===== src/common/zx_params.svh =====
// Fixed numbers of the Spectrum memory map and I/O decode
// Included by the blocks that build addresses or read data

`ifndef ZX_PARAMS_SVH
`define ZX_PARAMS_SVH

// ====================
// I/O ports
// ====================

// Kempston joystick, low six address bits
`define ZX_PORT_KEMPSTON 6'h1F

// Value seen on a read that nothing answers
`define ZX_IDLE_DATA 8'hFF

// ====================
// Memory map
// ====================

// Banks fixed at 4000 and 8000 in normal paging
`define ZX_BANK_SCREEN 3'd5
`define ZX_BANK_FIXED 3'd2

// Flat 16K slot of ROM 0
// Slots 0..7 hold RAM banks 0..7, ROMs follow
`define ZX_ROM_BASE 5'd16

`endif


===== src/common/zx_pkg.sv =====
// Types shared by the bus controller blocks
// Referenced by scoped name, never imported

package zx_pkg;

	typedef logic [7:0]  byte_t;     // CPU data byte
	typedef logic [15:0] bus_addr_t; // Z80 address
	typedef logic [18:0] mem_addr_t; // 5-bit slot, 14-bit offset
	typedef logic [2:0]  bank_t;     // RAM bank number

	// Bit 0 right, 1 left, 2 down, 3 up, 4 fire
	typedef logic [4:0] joy_t;

	// Machine model, picked up while reset is held
	typedef enum logic [1:0] {
		MODEL_48    = 2'd0,
		MODEL_128   = 2'd1,
		MODEL_PLUS3 = 2'd2
	} model_t;

	typedef enum logic {
		JOY_KEMPSTON  = 1'b0,
		JOY_SINCLAIR1 = 1'b1
	} joy_mode_t;

	// Paging registers as seen by the rest of the design
	typedef struct packed {
		byte_t  reg_7ffd; // Bank, screen, ROM, lock
		byte_t  reg_1ffd; // Special mode, ROM high bit
		model_t model;
	} page_state_t;

endpackage


===== src/common/cpu_bus_if.sv =====
// Z80 bus as seen by the controller blocks
// Top level drives it from the CPU pins

`timescale 1ns/1ps

interface cpu_bus_if;

	zx_pkg::bus_addr_t addr;
	zx_pkg::byte_t     dout;   // CPU write data
	logic              mreq_n;
	logic              iorq_n;
	logic              rd_n;
	logic              wr_n;
	logic              m1_n;

	// I/O write decode
	modport decoder (input addr, iorq_n, wr_n, m1_n);

	// Memory mapping and read data selection
	modport mapper (input addr, mreq_n, iorq_n, rd_n, wr_n, m1_n);

endinterface


===== src/logic/bus_decoder.sv =====
// Turns Z80 I/O write cycles into single-clock write pulses
// for the 7FFD, 1FFD and FE ports

`timescale 1ns/1ps

module bus_decoder (
	input  logic                clk_sys,
	input  logic                reset,
	cpu_bus_if.decoder          bus,
	input  zx_pkg::page_state_t page_state,
	output logic                wr_7ffd,
	output logic                wr_1ffd,
	output logic                wr_ula
);

	logic io_wr;
	logic io_wr_q;
	logic io_wr_rise;
	logic paging_locked;
	logic sel_7ffd;
	logic sel_1ffd;
	logic sel_ula;
	logic is_plus3;

	assign io_wr = ~bus.iorq_n & ~bus.wr_n & bus.m1_n; // M1 high excludes INT ack

	always_ff @(posedge clk_sys) begin
		if (reset)
			io_wr_q <= 1'b0;
		else
			io_wr_q <= io_wr;
	end

	assign io_wr_rise = io_wr & ~io_wr_q;

	// ====================
	// Port select
	// ====================

	assign is_plus3      = (page_state.model == zx_pkg::MODEL_PLUS3);
	assign paging_locked = (page_state.model == zx_pkg::MODEL_48) | page_state.reg_7ffd[5];

	// +3 decodes A14 as well, to leave room for 1FFD
	assign sel_7ffd = ~bus.addr[15] & ~bus.addr[1] & (bus.addr[14] | ~is_plus3)
		& ~paging_locked;

	assign sel_1ffd = ~bus.addr[15] & ~bus.addr[14] & ~bus.addr[13] & bus.addr[12]
		& ~bus.addr[1] & is_plus3 & ~paging_locked;

	// ULA answers on any even address
	assign sel_ula = ~bus.addr[0];

	assign wr_7ffd = io_wr_rise & sel_7ffd;
	assign wr_1ffd = io_wr_rise & sel_1ffd;
	assign wr_ula  = io_wr_rise & sel_ula;

	// One port per write cycle
	a_one_pulse: assert property (
		@(posedge clk_sys) disable iff (reset)
		$onehot0({wr_7ffd, wr_1ffd, wr_ula})
	);

endmodule


===== src/paging/page_regs.sv =====
// 128K and +3 paging registers plus the machine model
// Model is sampled while reset is held, registers load on decoder pulses

`timescale 1ns/1ps

module page_regs (
	input  logic                clk_sys,
	input  logic                reset,
	input  zx_pkg::model_t      model,
	input  logic                wr_7ffd,
	input  logic                wr_1ffd,
	input  zx_pkg::byte_t       data,
	output zx_pkg::page_state_t page_state
);

	zx_pkg::byte_t  reg_7ffd;
	zx_pkg::byte_t  reg_1ffd;
	zx_pkg::model_t model_q;

	// ====================
	// 7FFD
	// ====================

	// Bits 2..0 bank at C000, 3 screen, 4 ROM, 5 lock
	always_ff @(posedge clk_sys) begin
		if (reset)
			reg_7ffd <= '0;
		else if (wr_7ffd)
			reg_7ffd <= data;
	end

	// ====================
	// 1FFD
	// ====================

	// Bit 0 special paging, 2..1 special set or ROM high bit
	always_ff @(posedge clk_sys) begin
		if (reset)
			reg_1ffd <= '0;
		else if (wr_1ffd)
			reg_1ffd <= data;
	end

	// Model only changes across a reset
	always_ff @(posedge clk_sys) begin
		if (reset)
			model_q <= model;
	end

	always_comb begin
		page_state.reg_7ffd = reg_7ffd;
		page_state.reg_1ffd = reg_1ffd;
		page_state.model    = model_q;
	end

	// Once locked, 7FFD holds until the next reset
	a_lock_holds: assert property (
		@(posedge clk_sys) disable iff (reset)
		reg_7ffd[5] |=> $stable(reg_7ffd)
	);

endmodule


===== src/paging/ram_mapper.sv =====
// Maps the 64K CPU space onto flat 16K slots of RAM banks and ROMs
// Purely combinational, answers in the same cycle as the strobes

`timescale 1ns/1ps

`include "zx_params.svh"

module ram_mapper (
	cpu_bus_if.mapper           bus,
	input  zx_pkg::page_state_t page_state,
	output zx_pkg::mem_addr_t   ram_addr,
	output logic                ram_rd,
	output logic                ram_we
);

	logic [1:0]    seg;
	logic [1:0]    rom_num;
	logic [4:0]    rom_slot;
	logic [4:0]    slot;
	logic          special;
	zx_pkg::bank_t norm_bank;
	zx_pkg::bank_t spec_bank;

	assign seg     = bus.addr[15:14];
	assign special = (page_state.model == zx_pkg::MODEL_PLUS3) & page_state.reg_1ffd[0];

	// ====================
	// ROM select
	// ====================

	always_comb begin
		case (page_state.model)
			zx_pkg::MODEL_48:    rom_num = 2'd1;
			zx_pkg::MODEL_PLUS3: rom_num = {page_state.reg_1ffd[2], page_state.reg_7ffd[4]};
			default:             rom_num = {1'b0, page_state.reg_7ffd[4]};
		endcase
	end

	assign rom_slot = `ZX_ROM_BASE + {3'b000, rom_num};

	always_comb begin
		case (seg)
			2'd1:    norm_bank = `ZX_BANK_SCREEN;
			2'd2:    norm_bank = `ZX_BANK_FIXED;
			default: norm_bank = page_state.reg_7ffd[2:0]; // Also unused for segment 0
		endcase
	end

	// +3 all-RAM sets 0123, 4567, 4563, 4763
	always_comb begin
		case (page_state.reg_1ffd[2:1])
			2'd0:    spec_bank = {1'b0, seg};
			2'd1:    spec_bank = {1'b1, seg};
			2'd2:    spec_bank = (seg == 2'd3) ? 3'd3 : {1'b1, seg};
			default: spec_bank = (seg == 2'd1) ? 3'd7 : (seg == 2'd3) ? 3'd3 : {1'b1, seg};
		endcase
	end

	assign slot = special ? {2'b00, spec_bank} :
		(seg == 2'd0) ? rom_slot : {2'b00, norm_bank};

	assign ram_addr = {slot, bus.addr[13:0]};
	assign ram_rd   = ~bus.mreq_n & ~bus.rd_n;
	assign ram_we   = ~bus.mreq_n & ~bus.wr_n & (special | (seg != 2'd0)); // ROM is read only

	// Checked at the end of each write strobe
	a_no_rom_write: assert property (
		@(posedge bus.wr_n) ram_we |-> (ram_addr[18:14] < `ZX_ROM_BASE)
	);

endmodule


===== src/logic/ula_port.sv =====
// ULA port FE output side: border colour, EAR and MIC
// Loads on the decoder's FE write pulse

`timescale 1ns/1ps

module ula_port (
	input  logic          clk_sys,
	input  logic          reset,
	input  logic          wr_ula,
	input  zx_pkg::byte_t data,
	output logic [2:0]    border_color,
	output logic          ear_out,
	output logic          mic_out
);

	always_ff @(posedge clk_sys) begin
		if (reset) begin
			border_color <= 3'd0;
			ear_out      <= 1'b0;
			mic_out      <= 1'b0;
		end else if (wr_ula) begin
			border_color <= data[2:0];
			ear_out      <= data[4]; // Speaker
			mic_out      <= data[3]; // Tape out
		end
	end

endmodule


===== src/logic/port_read_mux.sv =====
// CPU read data: memory, Kempston port or the FE keyboard row
// Sinclair I joystick shows up as keys 6..0 on the FE read

`timescale 1ns/1ps

`include "zx_params.svh"

module port_read_mux (
	cpu_bus_if.mapper          bus,
	input  zx_pkg::joy_mode_t  joy_mode,
	input  zx_pkg::joy_t       joystick,
	input  logic [4:0]         key_data, // Active low half-row
	input  logic               ear_in,
	input  zx_pkg::byte_t      ram_dout,
	output zx_pkg::byte_t      cpu_din
);

	logic       mem_rd;
	logic       io_rd;
	logic       kempston_sel;
	logic [4:0] sinclair_keys;
	logic [4:0] joy_kbd;

	assign mem_rd = ~bus.mreq_n & ~bus.rd_n;
	assign io_rd  = ~bus.iorq_n & ~bus.rd_n & bus.m1_n;

	assign kempston_sel = (bus.addr[5:0] == `ZX_PORT_KEMPSTON)
		& (joy_mode == zx_pkg::JOY_KEMPSTON);

	// ====================
	// Sinclair I mapping
	// ====================

	// Keys 6,7,8,9,0 are left, right, down, up, fire
	assign sinclair_keys = (joy_mode == zx_pkg::JOY_SINCLAIR1) ?
		{joystick[1], joystick[0], joystick[2], joystick[3], joystick[4]} : 5'b00000;

	// Only the 6..0 half-row, selected by A12 low
	assign joy_kbd = {5{bus.addr[12]}} | ~sinclair_keys;

	always_comb begin
		if (mem_rd)
			cpu_din = ram_dout;
		else if (io_rd & kempston_sel)
			cpu_din = {3'b000, joystick};
		else if (io_rd & ~bus.addr[0])
			cpu_din = {1'b1, ear_in, 1'b1, key_data & joy_kbd};
		else
			cpu_din = `ZX_IDLE_DATA; // Floating bus
	end

endmodule


===== src/logic/zx_bus_ctrl.sv =====
// Spectrum CPU-side bus controller top level
// CPU pins in, paged memory strobes, ULA outputs and read data out

`timescale 1ns/1ps

module zx_bus_ctrl (
	input  logic               clk_sys,
	input  logic               reset,
	input  zx_pkg::model_t     model,
	input  zx_pkg::joy_mode_t  joy_mode,
	input  zx_pkg::bus_addr_t  addr,
	input  zx_pkg::byte_t      cpu_dout,
	input  logic               mreq_n,
	input  logic               iorq_n,
	input  logic               rd_n,
	input  logic               wr_n,
	input  logic               m1_n,
	input  zx_pkg::byte_t      ram_dout,
	input  zx_pkg::joy_t       joystick,
	input  logic [4:0]         key_data,
	input  logic               ear_in,
	output zx_pkg::byte_t      cpu_din,
	output zx_pkg::mem_addr_t  ram_addr,
	output logic               ram_rd,
	output logic               ram_we,
	output logic [2:0]         border_color,
	output logic               ear_out,
	output logic               mic_out
);

	zx_pkg::page_state_t page_state;
	logic                wr_7ffd;
	logic                wr_1ffd;
	logic                wr_ula;

	// ====================
	// CPU bus
	// ====================

	cpu_bus_if bus ();

	assign bus.addr   = addr;
	assign bus.dout   = cpu_dout;
	assign bus.mreq_n = mreq_n;
	assign bus.iorq_n = iorq_n;
	assign bus.rd_n   = rd_n;
	assign bus.wr_n   = wr_n;
	assign bus.m1_n   = m1_n;

	bus_decoder u_bus_decoder (.clk_sys(clk_sys), .reset(reset), .bus(bus.decoder),
		.page_state(page_state), .wr_7ffd(wr_7ffd), .wr_1ffd(wr_1ffd), .wr_ula(wr_ula));

	page_regs u_page_regs (.clk_sys(clk_sys), .reset(reset), .model(model),
		.wr_7ffd(wr_7ffd), .wr_1ffd(wr_1ffd), .data(bus.dout), .page_state(page_state));

	ram_mapper u_ram_mapper (.bus(bus.mapper), .page_state(page_state),
		.ram_addr(ram_addr), .ram_rd(ram_rd), .ram_we(ram_we));

	ula_port u_ula_port (.clk_sys(clk_sys), .reset(reset), .wr_ula(wr_ula),
		.data(bus.dout), .border_color(border_color), .ear_out(ear_out), .mic_out(mic_out));

	port_read_mux u_port_read_mux (.bus(bus.mapper), .joy_mode(joy_mode),
		.joystick(joystick), .key_data(key_data), .ear_in(ear_in), .ram_dout(ram_dout),
		.cpu_din(cpu_din));

endmodule


===== config.mk =====
export PLATFORM = sky130hd
export DESIGN_NAME = zx_bus_ctrl
export DESIGN_NICKNAME = d
export VERILOG_FILES = /design/src/common/zx_pkg.sv /design/src/common/cpu_bus_if.sv /design/src/logic/bus_decoder.sv /design/src/paging/page_regs.sv /design/src/paging/ram_mapper.sv /design/src/logic/ula_port.sv /design/src/logic/port_read_mux.sv /design/src/logic/zx_bus_ctrl.sv
export VERILOG_INCLUDE_DIRS = /design/src /design/src/common
export SDC_FILE = /design/constraint.sdc
export NUM_CORES = 1
export LEC_CHECK = 0
export BUFFER_PORTS_ARGS = -buffer_cell sky130_fd_sc_hd__buf_2
export CELL_PAD_IN_SITES_DETAIL_PLACEMENT = 1
export CELL_PAD_IN_SITES_GLOBAL_PLACEMENT = 1
export CORE_UTILIZATION = 31
export CTS_CLUSTER_SIZE = 40
export DETAILED_ROUTE_END_ITERATION = 7
export GPL_ROUTABILITY_DRIVEN = 0
export PLACE_DENSITY = 0.79
export REMOVE_ABC_BUFFERS = 1
export SYNTH_ARGS = -nofsm -noshare
export SYNTH_HDL_FRONTEND = slang
export SYNTH_HIERARCHICAL = 1
export SYNTH_SLANG_ARGS = --single-unit

===== constraint.sdc =====
create_clock -name clk_sys -period 1.7 [get_ports clk_sys]
set_input_delay 0.17 -clock clk_sys [delete_from_list [all_inputs] [get_ports clk_sys]]
set_output_delay 0.17 -clock clk_sys [all_outputs]
set_load 0.02 [all_outputs]

* Word-level counts from Yosys, hierarchy flattened
Index checks and enable logic that the tools add are counted.
** Storage, ports and cells
- Bits in registers :: 17
- Input bits :: 53
- Output and inout port bits :: 34
- Word-level logic and storage cells :: 73
** Operators by class
- Add/subtract/negate cells :: 1
- Equality and inequality tests :: 7
- Multiplexer cells :: 11
- Bitwise gates (word level) :: 43
- Reduce and logical (&&, ||, !) cells :: 4
** Operator list (count)
- $and A1 B1 Y1 :: 24
- $mux W8 :: 2
- $mux W5 :: 3
- $not A1 Y1 :: 13
- $pmux W3 S3 :: 1
- $eq A2 B2 Y1 const B :: 4
- $mux W7 :: 1
- $eq A6 B5 Y1 const B :: 1
- $logic_not A2 Y1 :: 3
- $mux W3 :: 2
- $pmux W3 S2 :: 1
- $add A5 B2 Y5 const A :: 1
- $and A5 B5 Y5 :: 1
- $not A5 Y5 :: 1
- $or A5 B5 Y5 :: 1
- $eq A2 B1 Y1 const B :: 2
- $pmux W2 S2 :: 1
- $or A1 B1 Y1 :: 3
- $reduce_bool A2 Y1 :: 1

* Depth between registers and ports, before layout
- Depth in word-level cells :: 8
- Depth in mapped cells :: 5
- Gate-level depth less buffers :: 5

* Cells and area by module
Netlist, hierarchy kept.
** Modules (own cells, without submodules)
- page_regs :: instances 1, cells an instance 54, area each 639.4 µm², seq. area each 380.4 µm²
- ram_mapper :: instances 1, cells an instance 53, area each 400.4 µm², seq. area each 0.0 µm²
- port_read_mux :: instances 1, cells an instance 43, area each 261.5 µm², seq. area each 0.0 µm²
- ula_port :: instances 1, cells an instance 16, area each 180.2 µm², seq. area each 100.1 µm²
- bus_decoder :: instances 1, cells an instance 9, area each 86.3 µm², seq. area each 20.0 µm²

* Worst setup path after synthesis
No wires, ideal clock.
- Path type :: reg2reg
- Start point :: register u_bus_decoder.io_wr_q
- End point :: register u_page_regs.reg_1ffd[0]
- Arrival time :: 1.437 ns
- Data required time :: 1.584 ns
- Slack :: 0.147 ns
- Cell stages (with the launch flop) :: 6
- Path buffers :: 1
- Clock period less this slack :: 1.553 ns
- Cells stage by stage :: dfxtp_1 > or4b_4 > nor4_2 > buf_6 > mux2i_1 > nor2_1
** On the way
- Cells in the longest elaborated chain, start to end :: 3
** Ends and longest elaborated chain
- start, declared :: line bus_decoder.sv:17 : logic io_wr_q;
- start signal, assigned :: line bus_decoder.sv:31 : io_wr_q <= io_wr;
- $not A1 Y1 :: line bus_decoder.sv:34 : assign io_wr_rise = io_wr & ~io_wr_q;
- $and A1 B1 Y1 :: line bus_decoder.sv:34
- $and A1 B1 Y1 :: line bus_decoder.sv:54 : assign wr_1ffd = io_wr_rise & sel_1ffd;
- net wr_1ffd :: line zx_bus_ctrl.sv:33 : logic wr_1ffd;
- end signal, assigned :: line page_regs.sv:41 : reg_1ffd <= data;
- end, declared :: line page_regs.sv:17 : zx_pkg::byte_t reg_1ffd;
The timed path passes the listed nets, and every way through them passes these cells.
A chain may end at the register's enable or synchronous reset.

* Worst setup path after layout
- Start point :: input port addr[14]
- End point :: output port ram_addr[15]
** On the way
- Cells in the longest elaborated chain, start to end :: 5
** Ends and longest elaborated chain
- start, declared :: line zx_bus_ctrl.sv:11 : input zx_pkg::bus_addr_t addr,
- $eq A2 B2 Y1 :: line ram_mapper.sv:54, ram_mapper.sv:55
- $mux W3 :: line ram_mapper.sv:54, ram_mapper.sv:55
- $mux W3 :: line ram_mapper.sv:55 : default: spec_bank = (seg == 2'd1) ? 3'd7 : (seg == 2'd3) ? 3'd3 : {1'b1, seg};
- $pmux W3 S3 :: line ram_mapper.sv:51 : case (page_state.reg_1ffd[2:1])
- $mux W5 (*) :: line ram_mapper.sv:59 : assign slot = special ? {2'b00, spec_bank} :
- end, declared :: line zx_bus_ctrl.sv:23 : output zx_pkg::mem_addr_t ram_addr,
Mark *: on every way between the ends. The rest lies on a longest branch, timed or not.

==> impl_metrics.tcl <==
set metrics [dict create \
    drt_wl_total_um 3600 \
    ioPinCount 87 \
    die_y_um 66.7 \
    hp-class "in -> reg" \
    critPathArrivalTime_ns 1.46 \
    syn_inst 151 \
    first_pass_iters 4 \
    dieWidth_um 66.7 \
    crit_type "in -> out" \
    end_kind "primary output" \
    startpoint "addr[14]" \
    wl_per_cell_um 13.8 \
    grt_pass1_vias 1247 \
    min-delay-start "model[0]" \
    cts_root_buf "clkbuf_8" \
    syn_area_sq_mm 0.00130 \
    fp-row-count 23 \
    drv_cap 0 \
    drive_gt1_share_pct 45.0 \
    dieArea_sq_mm 0.00445 \
    setup_tns_ns 0 \
    crit_fanout 4 \
    final_antenna_net_count 0 \
    outcome "completed" \
    post-place-ws_ns 0.0156 \
    cts.sinks 16 \
    hold_violations 0 \
    grt_pass1_wl_um 5570 \
    r2r-start "u_bus_decoder/io_wr_q" \
    finalCriticalPeriod_ns 1.63 \
    syn_area_per_cell_sq_um 8.59 \
    hold_slack_ns 0.0886 \
    cts_buffer_depth 2 \
    antenna_found_initial 0 \
    required_ns 1.53 \
    seqCellArea_sq_um 340 \
    cts_max_level 1 \
    yosysWarnings 6 \
    initial_core_util_pct 32.4 \
    vdd_drop_max_v 0.000489 \
    finalCritPeriodShare_pct 95.8 \
    fin_skew_ns 0.00614 \
    via_per_inst 4.85 \
    grt_max_degree 17 \
    final.setup.worst_slack_ns 0.0710 \
    multi_input_area_sq_um 790 \
    cts_tree "built" \
    core_sq_mm 0.00400 \
    globalRoute.totalOverflow 0 \
    grt.total_usage_pct 16.4 \
    synthToLayoutAreaGrowth_pct 29.4 \
    p_leak_nw 0.742 \
    insertedDiodeCount 0 \
    dr_total_vias 1265 \
    fmax_mhz 614 \
    power.density_mw_per_mm2 567 \
    port_buffers 71 \
    hpwlAfterDp_um 2990 \
    setup_viol 0 \
    setup.worst_path.start_class "primary input" \
    path_clk_slew_ns 0.06 \
    cts_buffers 3 \
    drt_iter0_drc 20 \
    nNetsFinal 271 \
    slew_violations 0 \
    cts_hold_buf 0 \
    fillers 506 \
    drc 0 \
    clock_latency_ns 0.25 \
]
-- final cells by class --
cell class	count	share of cell area, %
multi-input combinational	104	47.0
timing repair buffer	78	24.3
sequential	16	20.3
tap	50	3.73
clock buffer	4	2.68
inverter	9	2.01
-- critical path: stages --
cell      delay, ns
buf_2          0.12
inv_1          0.10
ha_4           0.30
mux2_2         0.37
o211ai_2       0.16
a21oi_2        0.07
buf_2          0.16
-- flip-flops by register name, summed over array words and instances, names as in the netlist --
name / flops
u_ula_port/border_color: 3
u_page_regs/reg_1ffd: 3
u_bus_decoder/io_wr_q: 1
u_ula_port/ear_out: 1
u_page_regs/reg_7ffd: 5
u_ula_port/mic_out: 1
u_page_regs/model_q: 2
-- cells in the final DEF, fill, tap and decap left out, types with 2 or more instances in the layout --
master,instances
a21oi_2,2
dfxtp_1,14
a211oi_1,9
nand3b_1,6
mux2_2,2
nand3_1,3
nor4_4,2
ha_1,5
mux2i_1,13
edfxtp_1,2
buf_2,71
o21ai_0,2
o21ai_1,2
nand2b_1,2
nor2_1,27
or4b_4,2
clkbuf_8,3
nand2_1,2
inv_1,9
nor3_1,3
buf_4,7
a21oi_1,4
o211ai_1,2
-- worst paths after layout --
path | to | slack, ns | cells after the start
min reg2reg | u_ula_port/ear_out | 0.50 | 2
max | ram_addr[15] | 0.07 | 7
min | u_page_regs/model_q[0] | 0.09 | 1
max reg2reg | u_page_regs/reg_1ffd[0] | 0.09 | 5
-- layer usage --
metal | share of wire, % | global-route usage, % | up-vias
met3 | 7.6 | 2.91 | 4
met1 | 41 | 18.6 | 575
met2 | 50 | 29.4 | 55
met4 | 1.3 | 7.18 | 0
li1 | - | - | 631
met5 | 0 | 0 | -
-- repair_timing --
action / in CTS / in global routing
resized for setup: 0 / 6
setup buffers: 0 / 2
hold endpoints to repair: 0 / 0
endpoints found under the setup margin: 0 / 9
-- per-stage QoR --
stage | cells | total power (W) | util, % | area (sq um)
after floorplan | 129 | 0.000516 | - | 1130
after global placement | 255 | 0.000649 | 39.6 | 1580
after detailed placement | 255 | 0.000654 | 39.6 | 1580
after CTS | 259 | 0.000953 | 40.7 | 1630
after global routing | 261 | 0.00101 | 42.0 | 1680
final | 261 | 0.000952 | 42.0 | 1680
-- power breakdown --
group          leakage (nW)  total [W]  internal, W  switching, W
Combinational         0.587   0.000261     0.000114      0.000147
Sequential            0.133   0.000399     0.000391    0.00000763
Clock                0.0228   0.000292     0.000166      0.000126
Total                 0.742   0.000952     0.000671      0.000281
Power figures use the tool's default switching activity.
